[src/fetch_settings.svh]
/*
 Fetch front end build settings
 Reset vector, instruction cache geometry and LED tap
*/

`ifndef FETCH_SETTINGS_SVH
`define FETCH_SETTINGS_SVH

// First fetch address after reset
`define RESET_VECTOR 32'h0000_0000

// One-word lines, power of two
`define ICACHE_LINES 32

// PC bit shown on the board LED
`define LED_BIT 6

`endif

[src/fetch_pkg.sv]
/*
 Fetch package
 RV32 opcode constants and the two decode views of one fetched word
*/

`default_nettype none

package fetch_pkg;

	// Major opcodes handled by the fetch front end
	localparam logic [6:0] OPC_OP_IMM = 7'b0010011;
	localparam logic [6:0] OPC_JAL = 7'b1101111;

	// One instruction word, read as I-type or as J-type
	typedef union packed {
		// OP-IMM layout
		struct packed {
			logic [11:0] imm12;
			logic [4:0] rs1;
			logic [2:0] funct3;
			logic [4:0] rd;
			logic [6:0] opcode;
		} i_fields;
		// JAL layout, immediate bits scattered
		struct packed {
			logic imm20;
			logic [9:0] imm10_1;
			logic imm11;
			logic [7:0] imm19_12;
			logic [4:0] rd;
			logic [6:0] opcode;
		} j_fields;
	} instr_word_u;

endpackage

`default_nettype wire

[src/ibus_if.sv]
/*
 Instruction bus
 Level request with held address, single-cycle ready carrying rdata
*/

`default_nettype none

interface ibus_if;

	// Held high until ready is seen
	logic request;
	// One-cycle pulse, only while request is high
	logic ready;
	// Stable while request waits
	logic [31:0] address;
	// Valid in the ready cycle
	logic [31:0] rdata;

	// Core side
	modport requester (
		output request,
		output address,
		input ready,
		input rdata
	);

	// Cache or memory side
	modport responder (
		input request,
		input address,
		output ready,
		output rdata
	);

endinterface

`default_nettype wire

[src/fetch_core.sv]
/*
 Fetch core
 Holds the PC, fetches one word at a time, follows OP-IMM and JAL
 Any other opcode or a misaligned target halts with a sticky fault
*/

`default_nettype none

`include "fetch_settings.svh"

module fetch_core (
	input wire clock,
	input wire i_rst_n,
	ibus_if.requester bus,
	output logic o_retire,
	output logic o_fault_pulse,
	output logic [31:0] o_pc
);

	import fetch_pkg::*;

	// Core FSM states
	localparam logic [1:0] S_REQUEST = 2'd0;
	localparam logic [1:0] S_WAIT = 2'd1;
	localparam logic [1:0] S_HALT = 2'd2;

	logic [1:0] state;
	logic [31:0] pc_q;
	logic request_q;

	// Decode of the returned word
	instr_word_u word;
	logic is_op_imm;
	logic is_jal;
	logic [31:0] jal_offset;
	logic [31:0] jal_target;
	logic target_misaligned;
	logic illegal;
	logic take_word;
	logic [31:0] next_pc;

	assign word = bus.rdata;

	assign is_op_imm = (word.i_fields.opcode == OPC_OP_IMM);
	assign is_jal = (word.j_fields.opcode == OPC_JAL);

	// J immediate, sign extended, bit 0 always zero
	assign jal_offset = {
		{12{word.j_fields.imm20}},
		word.j_fields.imm19_12,
		word.j_fields.imm11,
		word.j_fields.imm10_1,
		1'b0
	};
	assign jal_target = pc_q + jal_offset;

	// Only word targets are legal without compressed support
	assign target_misaligned = is_jal && jal_target[1];

	assign illegal = !(is_op_imm || is_jal) || target_misaligned;

	// Word accepted in the ready cycle
	assign take_word = (state == S_WAIT) && bus.ready;

	assign next_pc = is_jal ? jal_target : pc_q + 32'd4;

	// Fault flagged in the ready cycle itself
	assign o_fault_pulse = take_word && illegal;

	assign bus.request = request_q;
	assign bus.address = pc_q;
	assign o_pc = pc_q;

	always_ff @(posedge clock or negedge i_rst_n) begin
		if (!i_rst_n) begin
			state <= S_REQUEST;
			pc_q <= `RESET_VECTOR;
			request_q <= 1'b0;
			o_retire <= 1'b0;
		end else begin
			o_retire <= 1'b0;
			case (state)
				S_REQUEST: begin
					// First request right after reset release
					request_q <= 1'b1;
					state <= S_WAIT;
				end
				S_WAIT: begin
					if (take_word) begin
						if (illegal) begin
							// Stop fetching until reset
							request_q <= 1'b0;
							state <= S_HALT;
						end else begin
							// Request stays high with the new address
							pc_q <= next_pc;
							o_retire <= 1'b1;
						end
					end
				end
				S_HALT: begin
					request_q <= 1'b0;
				end
				default: begin
					request_q <= 1'b0;
					state <= S_HALT;
				end
			endcase
		end
	end

	// Address held while the bus has not answered
	a_address_stable: assert property (
		@(posedge clock) disable iff (!i_rst_n)
		(bus.request && !bus.ready) |=> $stable(bus.address)
	);

endmodule

`default_nettype wire

[src/fetch_status.sv]
/*
 Fetch status
 LED from a PC bit, sticky fault flag, retired instruction count
*/

`default_nettype none

`include "fetch_settings.svh"

module fetch_status (
	input wire clock,
	input wire i_rst_n,
	input wire i_retire,
	input wire i_fault_pulse,
	input wire [31:0] i_pc,
	output logic o_led,
	output logic o_fault,
	output logic [15:0] o_retired_count
);

	always_ff @(posedge clock or negedge i_rst_n) begin
		if (!i_rst_n) begin
			o_led <= 1'b0;
			o_fault <= 1'b0;
			o_retired_count <= 16'd0;
		end else begin
			// Slow PC bit makes the LED blink
			o_led <= i_pc[`LED_BIT];

			// Held until the next reset
			if (i_fault_pulse) begin
				o_fault <= 1'b1;
			end

			// Free running, wraps at 16 bits
			if (i_retire) begin
				o_retired_count <= o_retired_count + 16'd1;
			end
		end
	end

	// Nothing retires once the core has halted
	a_count_frozen: assert property (
		@(posedge clock) disable iff (!i_rst_n)
		o_fault |=> $stable(o_retired_count)
	);

endmodule

`default_nettype wire

[src/icache.sv]
/*
 Instruction cache
 Direct mapped, one word per line, refills from the external bus on a miss
*/

`default_nettype none

`include "fetch_settings.svh"

module icache (
	input wire clock,
	input wire i_rst_n,
	ibus_if.responder core,
	output logic o_mem_request,
	output logic [31:0] o_mem_address,
	input wire i_mem_ready,
	input wire [31:0] i_mem_rdata
);

	localparam int INDEX_BITS = $clog2(`ICACHE_LINES);
	localparam int TAG_BITS = 30 - INDEX_BITS;

	// Cache FSM states
	localparam logic [1:0] S_IDLE = 2'd0;
	localparam logic [1:0] S_MISS = 2'd1;
	localparam logic [1:0] S_RESP = 2'd2;

	logic [1:0] state;
	logic ready_q;
	logic [31:0] rdata_q;

	// Line storage
	logic [31:0] line_data [`ICACHE_LINES];
	logic [TAG_BITS-1:0] line_tag [`ICACHE_LINES];
	logic [`ICACHE_LINES-1:0] line_valid;

	logic [INDEX_BITS-1:0] index;
	logic [TAG_BITS-1:0] tag;
	logic hit;
	logic lookup;
	logic fill;

	// Word address split into index and tag
	assign index = core.address[INDEX_BITS+1:2];
	assign tag = core.address[31:INDEX_BITS+2];

	assign hit = line_valid[index] && (line_tag[index] == tag);

	// New core request looked up only from idle
	assign lookup = (state == S_IDLE) && core.request;
	// Refill word arrives from outside
	assign fill = (state == S_MISS) && i_mem_ready;

	// Core address is held by the requester for the whole miss
	assign o_mem_address = core.address;

	assign core.ready = ready_q;
	assign core.rdata = rdata_q;

	always_ff @(posedge clock or negedge i_rst_n) begin
		if (!i_rst_n) begin
			state <= S_IDLE;
			ready_q <= 1'b0;
			o_mem_request <= 1'b0;
			line_valid <= '0;
		end else begin
			// Ready is a single-cycle pulse
			ready_q <= 1'b0;
			case (state)
				S_IDLE: begin
					if (lookup) begin
						if (hit) begin
							ready_q <= 1'b1;
							state <= S_RESP;
						end else begin
							// Forward the miss
							o_mem_request <= 1'b1;
							state <= S_MISS;
						end
					end
				end
				S_MISS: begin
					// Slow memory only stretches this state
					if (i_mem_ready) begin
						o_mem_request <= 1'b0;
						line_valid[index] <= 1'b1;
						ready_q <= 1'b1;
						state <= S_RESP;
					end
				end
				S_RESP: begin
					// Core still shows the old address here
					state <= S_IDLE;
				end
				default: begin
					state <= S_IDLE;
				end
			endcase
		end
	end

	// Response word and line writes
	always_ff @(posedge clock) begin
		if (lookup && hit) begin
			rdata_q <= line_data[index];
		end else if (fill) begin
			rdata_q <= i_mem_rdata;
			line_data[index] <= i_mem_rdata;
			line_tag[index] <= tag;
		end
	end

	// Ready to the core only answers a pending request
	a_ready_with_request: assert property (
		@(posedge clock) disable iff (!i_rst_n)
		core.ready |-> core.request
	);

endmodule

`default_nettype wire

[src/rv_fetch_top.sv]
/*
 RV32 fetch front end top
 Core, instruction cache and status block on one external instruction bus
*/

`default_nettype none

module rv_fetch_top (
	input wire clock,
	input wire i_rst_n,
	output logic o_ibus_request,
	output logic [31:0] o_ibus_address,
	input wire i_ibus_ready,
	input wire [31:0] i_ibus_rdata,
	output logic o_led,
	output logic o_fault,
	output logic [15:0] o_retired_count
);

	// Core to status wires
	logic retire;
	logic fault_pulse;
	logic [31:0] pc;

	// Core to cache bus
	ibus_if core_bus ();

	icache icache_inst (
		.clock(clock),
		.i_rst_n(i_rst_n),
		.core(core_bus.responder),
		.o_mem_request(o_ibus_request),
		.o_mem_address(o_ibus_address),
		.i_mem_ready(i_ibus_ready),
		.i_mem_rdata(i_ibus_rdata)
	);

	fetch_core fetch_core_inst (
		.clock(clock),
		.i_rst_n(i_rst_n),
		.bus(core_bus.requester),
		.o_retire(retire),
		.o_fault_pulse(fault_pulse),
		.o_pc(pc)
	);

	fetch_status fetch_status_inst (
		.clock(clock),
		.i_rst_n(i_rst_n),
		.i_retire(retire),
		.i_fault_pulse(fault_pulse),
		.i_pc(pc),
		.o_led(o_led),
		.o_fault(o_fault),
		.o_retired_count(o_retired_count)
	);

endmodule

`default_nettype wire

[config.mk]
export PLATFORM = sky130hd
export DESIGN_NAME = rv_fetch_top
export DESIGN_NICKNAME = d
export VERILOG_FILES = /design/src/fetch_pkg.sv /design/src/ibus_if.sv /design/src/fetch_core.sv /design/src/fetch_status.sv /design/src/icache.sv /design/src/rv_fetch_top.sv
export VERILOG_INCLUDE_DIRS = /design/src
export SDC_FILE = /design/constraint.sdc
export NUM_CORES = 2
export LEC_CHECK = 0
export BUFFER_PORTS_ARGS = -buffer_cell sky130_fd_sc_hd__buf_2
export CAP_MARGIN = 15
export CORE_MARGIN = 1
export CORE_UTILIZATION = 60
export DETAILED_ROUTE_END_ITERATION = 16
export PLACE_DENSITY = 0.74
export SLEW_MARGIN = 15
export SYNTH_ARGS = -nofsm -noshare
export SYNTH_HDL_FRONTEND = slang
export SYNTH_SLANG_ARGS = --single-unit
export TNS_END_PERCENT = 5
[constraint.sdc]
create_clock -name clock -period 12.4 [get_ports clock]
set_clock_uncertainty 0.2 [all_clocks]
set_input_delay 0.62 -clock clock [delete_from_list [all_inputs] [get_ports clock]]
set_output_delay 0.62 -clock clock [all_outputs]
set_load 0.01 [all_outputs]
* Yosys cells after proc, flatten, opt, wreduce, memory -nomap -nowiden *
Memory sizes are Yosys's and may differ from the RTL's. A register that Yosys moved wholly into a read port is not among the register bits.
Index checks and enable logic that the tools add are counted.

storage, ports and cells
  flip-flop bits (word level) = 90
  RAM bits = 1,824
  bits of input ports = 35
  output and inout bits = 51
  word-level logic and storage cells = 82
  memories = 2

operators by class
  add/subtract/negate cells = 3
  magnitude comparators = 2
  equal/unequal tests = 11
  muxes and demuxes = 29
  bitwise operators = 3
  reductions and logical operators = 21

memory list
  name                   words  width  read ports  clocked after memory_dff  wr ports  RTL line      RTL
  icache_inst.line_data  32     32     1           1                         1         icache.sv:33  logic [31:0] line_data [`ICACHE_LINES];
  icache_inst.line_tag   32     25     1           0                         1         icache.sv:34  logic [TAG_BITS-1:0] line_tag [`ICACHE_LINES];

operator list
  kind                     number
  $add A32 B3 Y32 const B  1
  $add A32 B32 Y32         1
  $mux W32                 1
  $or A32 B32 Y32          1
  $eq A25 B25 Y1           1
  $add A16 B1 Y16 const B  1
  $mux W1                  16
  $mux W2                  5
  $logic_and A1 B1 Y1      8
  $eq A7 B5 Y1 const B     1
  $eq A7 B7 Y1 const B     1
  $lt A5 B6 Y1 const B     1
  $ne A2 B1 Y1 const B     3
  $pmux W1 S2              3
  $pmux W2 S3              1
  $reduce_and A2 Y1        3
  $reduce_and A3 Y1        2
  $bmux W1 S5              1
  $demux W1 S5             1
  $ge A5 B1 Y1 const B     1
  $eq A2 B1 Y1 const B     2
  $logic_not A2 Y1         2
  $ne A2 B2 Y1 const B     2
  $pmux W2 S2              1
  other kinds (6)          9

* Logic depth before layout (Yosys ltp) *
  depth after elaboration = 7
  gate-level depth with buffers = 17
  gate-level depth less buffers = 12

* By module *
Synthesis repeated with hierarchy kept, for this count alone.

unflattened totals
  cell total of the unflattened synthesis = 3,965
  area, all modules = 76,648.5 um^2

by module, submodules not included
  module        times used  cells each  area each (um^2)  seq. area each (um^2)
  icache        1           3,405       71,977.8          56,634.3
  fetch_core    1           501         3,918.8           875.8
  fetch_status  1           59          752.0             450.4

* Least setup slack after synthesis *
OpenSTA, ideal clock, no wires.

  path kind = reg-to-reg
  start point = register fetch_core_inst.pc_q[3], in the netlist fetch_core_inst.bus.address[3]
  end point = register icache_inst.rdata_q[0], in the netlist icache_inst.core.rdata[0], read port of icache_inst.line_data (enable)
  library setup time = 0.449 ns
  arrival = 4.430 ns
  data required time = 11.751 ns
  slack = 7.322 ns
  cell stages (with the launch flop) = 12
  buffers on the path = 3
  clock period less this slack = 5.078 ns
  path through = dfrtp_1 buf_2 buf_2 buf_1 mux2i_1 o22ai_1 nor4_1 nand2_1 xor2_1 nor4_1 nand4_1 o21ai_0

between the ends
  word-level cells in the longest chain between the ends = 5
  elaborated cells between the ends (all ways) = 7
  those cells by class = eq/ne: 1; mux: 2; reduce/logical: 3; memory: 1

RTL lines
  what                                                   RTL line          RTL
  start, declared                                        fetch_core.sv:28  logic [31:0] pc_q;
  start signal, assigned                                 fetch_core.sv:77  pc_q <= `RESET_VECTOR;
  start signal, assigned                                 fetch_core.sv:96  pc_q <= next_pc;
  $mem_v2 Z32 W25 / $bmux W1 S5 (equally long branches)  n/a
  $eq A25 B25 Y1 / $mux W1 (equally long branches)       icache.sv:47      assign hit = line_valid[index] && (line_tag[index] == tag);
  $logic_and A1 B1 Y1                                    icache.sv:47
  $logic_and A1 B1 Y1                                    icache.sv:104     if (lookup && hit) begin
  $reduce_bool A2 Y1 (no line)                           n/a
  end, declared                                          icache.sv:30      logic [31:0] rdata_q;

Several ways; a longest one is shown, not always the timed one. The select of a mux whose other input is x is not followed.
A chain may end at the register's enable or synchronous reset.

* Worst setup path in the final report *
  start point = register fetch_core_inst.pc_q[3], in the netlist fetch_core_inst.bus.address[3]
  end point = register icache_inst.rdata_q[19], in the netlist icache_inst.core.rdata[19], read port of icache_inst.line_data (enable)

The elaborated chain is that of the path after synthesis.

==> report_table.html <==
<table>
<tr><th>Metric</th><th>Value</th></tr>
<tr><th colspan="2">Status</th></tr>
<tr><td>Run status</td><td>finished, final reports clean</td></tr>
<tr><th colspan="2">Logic synthesis</th></tr>
<tr><td>Post-synthesis xor/xnor area fraction</td><td>0.853%</td></tr>
<tr><td>Cell count after synthesis</td><td>3590</td></tr>
<tr><td>Share of cell area taken by muxes after synthesis</td><td>13.1%</td></tr>
<tr><td>Simple logic cell fraction of the synthesized area</td><td>2.95%</td></tr>
<tr><td>Yosys warning total</td><td>0</td></tr>
<tr><td>Synth Net Count</td><td>3661</td></tr>
<tr><td>Adder-cell share of the synthesized area</td><td>0.656%</td></tr>
<tr><td>Area of the mapped netlist</td><td>0.0698 mm^2</td></tr>
<tr><td>Fraction of the mapped netlist area in compound gates</td><td>5.06%</td></tr>
<tr><td>Fraction of the yosys area taken by sequential cells</td><td>75.9%</td></tr>
<tr><td>Fraction of registers with async set or reset after synthesis</td><td>5.00%</td></tr>
<tr><td>Main combinational cell family by area after synthesis</td><td>multiplexers</td></tr>
<tr><td>Share of the synthesized area in the top cell type</td><td>72.7%</td></tr>
<tr><td>Average footprint of a synthesized cell</td><td>19.5 um^2</td></tr>
<tr><td>Post-synthesis cell type with the largest combined area</td><td>sky130_fd_sc_hd__edfxtp_1</td></tr>
<tr><td>Cell types with the largest area share after synthesis</td><td>sky130_fd_sc_hd__edfxtp_1 (73%), sky130_fd_sc_hd__mux4_2 (8.4%), sky130_fd_sc_hd__mux2i_1 (4.7%), sky130_fd_sc_hd__dfrtp_1 (3.2%), sky130_fd_sc_hd__o22ai_1 (1.5%)</td></tr>
<tr><td>Count of state elements after synthesis</td><td>1780</td></tr>
<tr><td>Synth unique cells</td><td>79</td></tr>
<tr><td>Number of enable-type register cells in the synthesized netlist</td><td>1691</td></tr>
<tr><td>Most instantiated flip-flop cell in the synthesis netlist</td><td>sky130_fd_sc_hd__edfxtp_1</td></tr>
<tr><th colspan="2">STA</th></tr>
<tr><td>Worst slack on hold paths</td><td>0.0557 ns</td></tr>
<tr><td>Final number of max-transition violations</td><td>0</td></tr>
<tr><td>Shortest clock period the worst path allows after layout</td><td>6.57 ns</td></tr>
<tr><td>RSZ-0062 raised after global routing</td><td>false</td></tr>
<tr><td>Slew at the pin closest to its max-slew limit</td><td>1.25 ns</td></tr>
<tr><td>Period utilization</td><td>53.0%</td></tr>
<tr><td>FMAX</td><td>152 MHz</td></tr>
<tr><td>Post-route setup TNS</td><td>0 ns</td></tr>
<tr><td>Max-slew headroom at the worst pin</td><td>16.3%</td></tr>
<tr><td>Finish-stage setup viols</td><td>0</td></tr>
<tr><td>Fin. Hold Viols</td><td>0</td></tr>
<tr><th colspan="2">Detailed routing</th></tr>
<tr><td>Initial DRT Pass Iterations</td><td>6</td></tr>
<tr><td>DRC violation count after routing</td><td>0</td></tr>
<tr><td>Drt wl/cell</td><td>33.2 um</td></tr>
<tr><td>Routed vias/inst</td><td>6.93</td></tr>
<tr><td>Count of vias placed by the detailed router</td><td>37536</td></tr>
<tr><td>Post-route ant nets</td><td>0</td></tr>
<tr><td>Drt first-iter violations</td><td>5745</td></tr>
<tr><td>Routed wire length</td><td>180000 um</td></tr>
<tr><th colspan="2">Global route</th></tr>
<tr><td>Initial antenna violation count</td><td>8</td></tr>
<tr><td>Number of global-route vias before repair</td><td>36475</td></tr>
<tr><td>Pin count of the biggest net entering global routing</td><td>134</td></tr>
<tr><td>Global routing usage summed across all routing layers</td><td>30.8%</td></tr>
<tr><td>Global-route wire length before repair</td><td>255000 um</td></tr>
<tr><td>Remaining global-route overflow</td><td>0</td></tr>
<tr><th colspan="2">Floorplan</th></tr>
<tr><td>Die footprint</td><td>0.118 mm^2</td></tr>
<tr><td>Vert. Die Dim</td><td>343 um</td></tr>
<tr><td>Starting utilization of the core area</td><td>60.8%</td></tr>
<tr><td>Width of the die</td><td>343 um</td></tr>
<tr><td>Placeable core area</td><td>0.115 mm^2</td></tr>
<tr><td>I/O pin count</td><td>86</td></tr>
<tr><td>Cell Rows</td><td>124</td></tr>
<tr><th colspan="2">Clocking</th></tr>
<tr><td>Resized cells post-CTS</td><td>0</td></tr>
<tr><td>Bufs on Longest Clock Path</td><td>3</td></tr>
<tr><td>Clock tree from TritonCTS</td><td>built</td></tr>
<tr><td>Clock slew seen by the registers of the worst setup and hold paths</td><td>0.06 ns</td></tr>
<tr><td>Clock network latency to the later pin of the worst-skew pair</td><td>0.78 ns</td></tr>
<tr><td>Number of H-tree branching levels</td><td>4</td></tr>
<tr><td>Number of sinks on the clock net</td><td>1780</td></tr>
<tr><td>Post-CTS Repair Setup Buffers</td><td>0</td></tr>
<tr><td>Number of buffers created by CTS</td><td>172</td></tr>
<tr><td>Hold bufs inserted after CTS</td><td>2</td></tr>
<tr><td>CTS Root Buffer Type</td><td>sky130_fd_sc_hd__clkbuf_16</td></tr>
<tr><th colspan="2">Setup path</th></tr>
<tr><td>Depth of the worst register-to-register path</td><td>11</td></tr>
<tr><td>Worst path cell trace</td><td>buf_4 -&gt; buf_4 -&gt; mux2i_1 -&gt; o22ai_1 -&gt; nor4_1 -&gt; nand2_1 -&gt; xnor2_1 -&gt; nand4_1 -&gt; nor4_2 -&gt; nand4_1 -&gt; o21ai_4</td></tr>
<tr><td>Cell with the largest stage delay on the worst path</td><td>sky130_fd_sc_hd__dfrtp_4</td></tr>
<tr><td>Worst Path Max Fanout</td><td>54</td></tr>
<tr><td>Launch point of the worst path</td><td>fetch_core_inst.bus.address[3]</td></tr>
<tr><td>Data required time at the worst endpoint</td><td>12.57 ns</td></tr>
<tr><td>Arrival time of data at the critical path endpoint</td><td>6.74 ns</td></tr>
<tr><td>CP Capture Point</td><td>icache_inst.core.rdata[19]</td></tr>
<tr><td>Critical register-to-register path startpoint</td><td>fetch_core_inst.bus.address[3]</td></tr>
<tr><td>CP endpoint kind</td><td>register</td></tr>
<tr><td>R2R Setup Slk</td><td>5.83 ns</td></tr>
<tr><td>CP Launch Type</td><td>register</td></tr>
<tr><td>Category of the most critical setup path</td><td>reg -&gt; reg</td></tr>
<tr><td>Largest incremental delay on the critical path</td><td>0.96 ns</td></tr>
<tr><td>Capture point of the worst reg-to-reg path</td><td>icache_inst.core.rdata[19]</td></tr>
<tr><th colspan="2">Place</th></tr>
<tr><td>DPL Wire Length</td><td>91900 um</td></tr>
<tr><td>Placed cell area</td><td>0.0724 mm^2</td></tr>
<tr><td>Number of input and output port buffers inserted</td><td>79</td></tr>
<tr><td>Final weighted congestion of routability-driven global placement</td><td>0.902</td></tr>
<tr><th colspan="2">Pwr</th></tr>
<tr><td>Power dissipated by switching net loads</td><td>2.45 mW</td></tr>
<tr><td>IR drop worst, VDD</td><td>0.155 mV</td></tr>
<tr><td>Part of the total power dissipated in combinational logic</td><td>3.0%</td></tr>
<tr><td>Power per cell area</td><td>155 mW/mm^2</td></tr>
<tr><td>Sequential fraction of design power</td><td>54.8%</td></tr>
<tr><td>Switching fraction of total power</td><td>20.3%</td></tr>
<tr><td>Reported leakage power</td><td>23.5 nW</td></tr>
<tr><td>Clock share of power</td><td>42.2%</td></tr>
<tr><td>Internal power consumption</td><td>9.63 mW</td></tr>
<tr><th colspan="2">Final layout</th></tr>
<tr><td>Post-route cell area</td><td>0.0779 mm^2</td></tr>
<tr><td>Fillers</td><td>7190</td></tr>
<tr><td>Total area of multi-input combinational cells</td><td>0.0161 mm^2</td></tr>
<tr><td>Area growth, synth to finish</td><td>11.6%</td></tr>
<tr><td>Total area of sequential cells</td><td>0.0530 mm^2</td></tr>
<tr><td>Layout cell share with drive strength beyond 1</td><td>19.9%</td></tr>
<tr><td>Net count, final</td><td>3840</td></tr>
<tr><th colspan="2">Flow run</th></tr>
<tr><td>Max-cap violations</td><td>0</td></tr>
<tr><th colspan="2">Min path</th></tr>
<tr><td>Type of the tightest min-delay check</td><td>in -&gt; async</td></tr>
</table>
-- placed cells by master (no fill, tap or decap), types with 7 or more instances in the layout --
cell                        count
sky130_fd_sc_hd__buf_2         78
sky130_fd_sc_hd__mux4_2       260
sky130_fd_sc_hd__xnor2_1       42
sky130_fd_sc_hd__o22ai_1      168
sky130_fd_sc_hd__nor2_1        58
sky130_fd_sc_hd__nand2_1       72
sky130_fd_sc_hd__buf_4        112
sky130_fd_sc_hd__inv_1         20
sky130_fd_sc_hd__or2_2         36
sky130_fd_sc_hd__nor3_1        25
sky130_fd_sc_hd__bufinv_16     15
sky130_fd_sc_hd__nor2_4        34
sky130_fd_sc_hd__o21a_1         7
sky130_fd_sc_hd__a41oi_1       11
sky130_fd_sc_hd__ha_1          35
sky130_fd_sc_hd__a221oi_1      47
sky130_fd_sc_hd__nand3_1       33
sky130_fd_sc_hd__and3_1         8
sky130_fd_sc_hd__a21oi_1       64
sky130_fd_sc_hd__dfrtp_1       87
sky130_fd_sc_hd__edfxtp_1    1691
sky130_fd_sc_hd__clkinv_1      53
sky130_fd_sc_hd__xor2_1        26
sky130_fd_sc_hd__clkinv_2      22
sky130_fd_sc_hd__nor4_1        44
sky130_fd_sc_hd__clkbuf_16    177
sky130_fd_sc_hd__a31oi_1       33
sky130_fd_sc_hd__o21ai_0       39
sky130_fd_sc_hd__a21o_1        18
sky130_fd_sc_hd__clkbuf_1      30
sky130_fd_sc_hd__a22oi_1       33
sky130_fd_sc_hd__a22o_1        48
sky130_fd_sc_hd__mux2i_1      329
sky130_fd_sc_hd__nand4_1       17
-- cells in the mapped netlist (11+ instances only) --
library cell	instances
sky130_fd_sc_hd__inv_1	20
sky130_fd_sc_hd__clkbuf_1	72
sky130_fd_sc_hd__buf_4	14
sky130_fd_sc_hd__dfrtp_1	89
sky130_fd_sc_hd__nand2_1	72
sky130_fd_sc_hd__buf_2	88
sky130_fd_sc_hd__o21ai_0	40
sky130_fd_sc_hd__ha_1	35
sky130_fd_sc_hd__nand4_1	17
sky130_fd_sc_hd__buf_1	12
sky130_fd_sc_hd__a21o_1	18
sky130_fd_sc_hd__mux2i_1	329
sky130_fd_sc_hd__nor3_1	26
sky130_fd_sc_hd__a41oi_1	11
sky130_fd_sc_hd__a31oi_1	33
sky130_fd_sc_hd__a22o_1	48
sky130_fd_sc_hd__nand3_1	34
sky130_fd_sc_hd__a22oi_1	33
sky130_fd_sc_hd__o22ai_1	168
sky130_fd_sc_hd__a221oi_1	47
sky130_fd_sc_hd__xnor2_1	42
sky130_fd_sc_hd__nor2_1	92
sky130_fd_sc_hd__nor4_1	44
sky130_fd_sc_hd__edfxtp_1	1691
sky130_fd_sc_hd__a21oi_1	64
sky130_fd_sc_hd__xor2_1	26
sky130_fd_sc_hd__mux4_2	260
sky130_fd_sc_hd__or2_2	36
-- worst min path at each step --
stage | startpoint | to | slack, ns | cells past startpoint
6_report | i_rst_n | fetch_status_inst.o_retired_count[9] | 0.06 | 2
5_1_grt | i_rst_n | fetch_status_inst.o_retired_count[9] | 0.06 | 2
4_1_cts | i_rst_n | fetch_status_inst.o_retired_count[9] | 0.02 | 2
3_5_place_dp | icache_inst.line_valid[2] | icache_inst.line_valid[2] | 0.25 | 1
3_3_place_gp | icache_inst.line_valid[14] | icache_inst.line_valid[14] | 0.25 | 1
2_1_floorplan | i_rst_n | fetch_core_inst.bus.address[10] | 0.12 | 0
-- power by group through the flow --
| stage | logic [mW] | clock network (mW) | registers (mW) |
|---|---|---|---|
| after floorplan | 0.218 | 0 | 6.73 |
| after global routing | 0.391 | 5.35 | 6.61 |
| final | 0.366 | 5.10 | 6.62 |
| after detailed placement | 0.362 | 0 | 6.74 |
| after global placement | 0.354 | 0 | 6.74 |
| after CTS | 0.366 | 5.13 | 6.61 |
-- worst max-delay path, delay by kind of cell (launching register included) --
kind,cells,cell delay [ns]
flops,1,0.96
simple gates,5,1.69
buf+inv,2,1.71
compound gates,2,0.99
mux,1,0.27
xor+xnor,1,0.20
-- layer usage --
metal | vias to the layer above | track usage [%] | wire, um
li1 | 15254 | - | -
met1 | 19387 | 43.9 | 67800
met2 | 2440 | 47.9 | 84700
met3 | 441 | 6.61 | 21100
met4 | 14 | 10.8 | 6450
met5 | - | 0 | 90
-- registers in the layout, indices dropped and copies added, names as in the netlist --
register	cells
icache_inst.line_data	864
icache_inst.line_tag	800
icache_inst.line_valid	32
fetch_core_inst.bus.address	31
icache_inst.core.rdata	27
fetch_status_inst.o_retired_count	16
fetch_core_inst.state	2
icache_inst.state	2
fetch_core_inst.bus.request	1
fetch_core_inst.o_retire	1
fetch_status_inst.o_fault	1
fetch_status_inst.o_led	1
icache_inst.core.ready	1
icache_inst.o_mem_request	1
-- metrics by stage --
stage | util (%) | power (mW) | worst slack [ns] | instances
CTS | 67.9 | 12.1 | 5.89 | 5418
floorplan | - | 6.95 | 7.32 | 3590
finish | 67.9 | 12.1 | 5.83 | 5420
global placement | 63.1 | 7.09 | 6.18 | 5105
detailed placement | 63.1 | 7.10 | 6.01 | 5105
global route | 67.9 | 12.4 | 5.53 | 5418
-- area by class of cell --
class	instances	area share, %
Antenna cell	2	0.00642
Clock buffer	207	5.83
Clock inverter	104	1.18
Inverter	20	0.0964
Multi-Input combinational cell	1599	20.7
Sequential cell	1780	68.0
Tap cell	1512	2.43
Timing Repair Buffer	196	1.71
-- logic make-up (layout without fill, tap and decap cells) --
logic type	after synthesis	in the layout
other cells	1	3
simple gates	386	386
compound gates	516	516
xor+xnor	68	68
flops	1780	1780
buf+inv	211	527
fa+ha+maj	36	36
mux	592	592
Power figures use the tool's default switching activity.
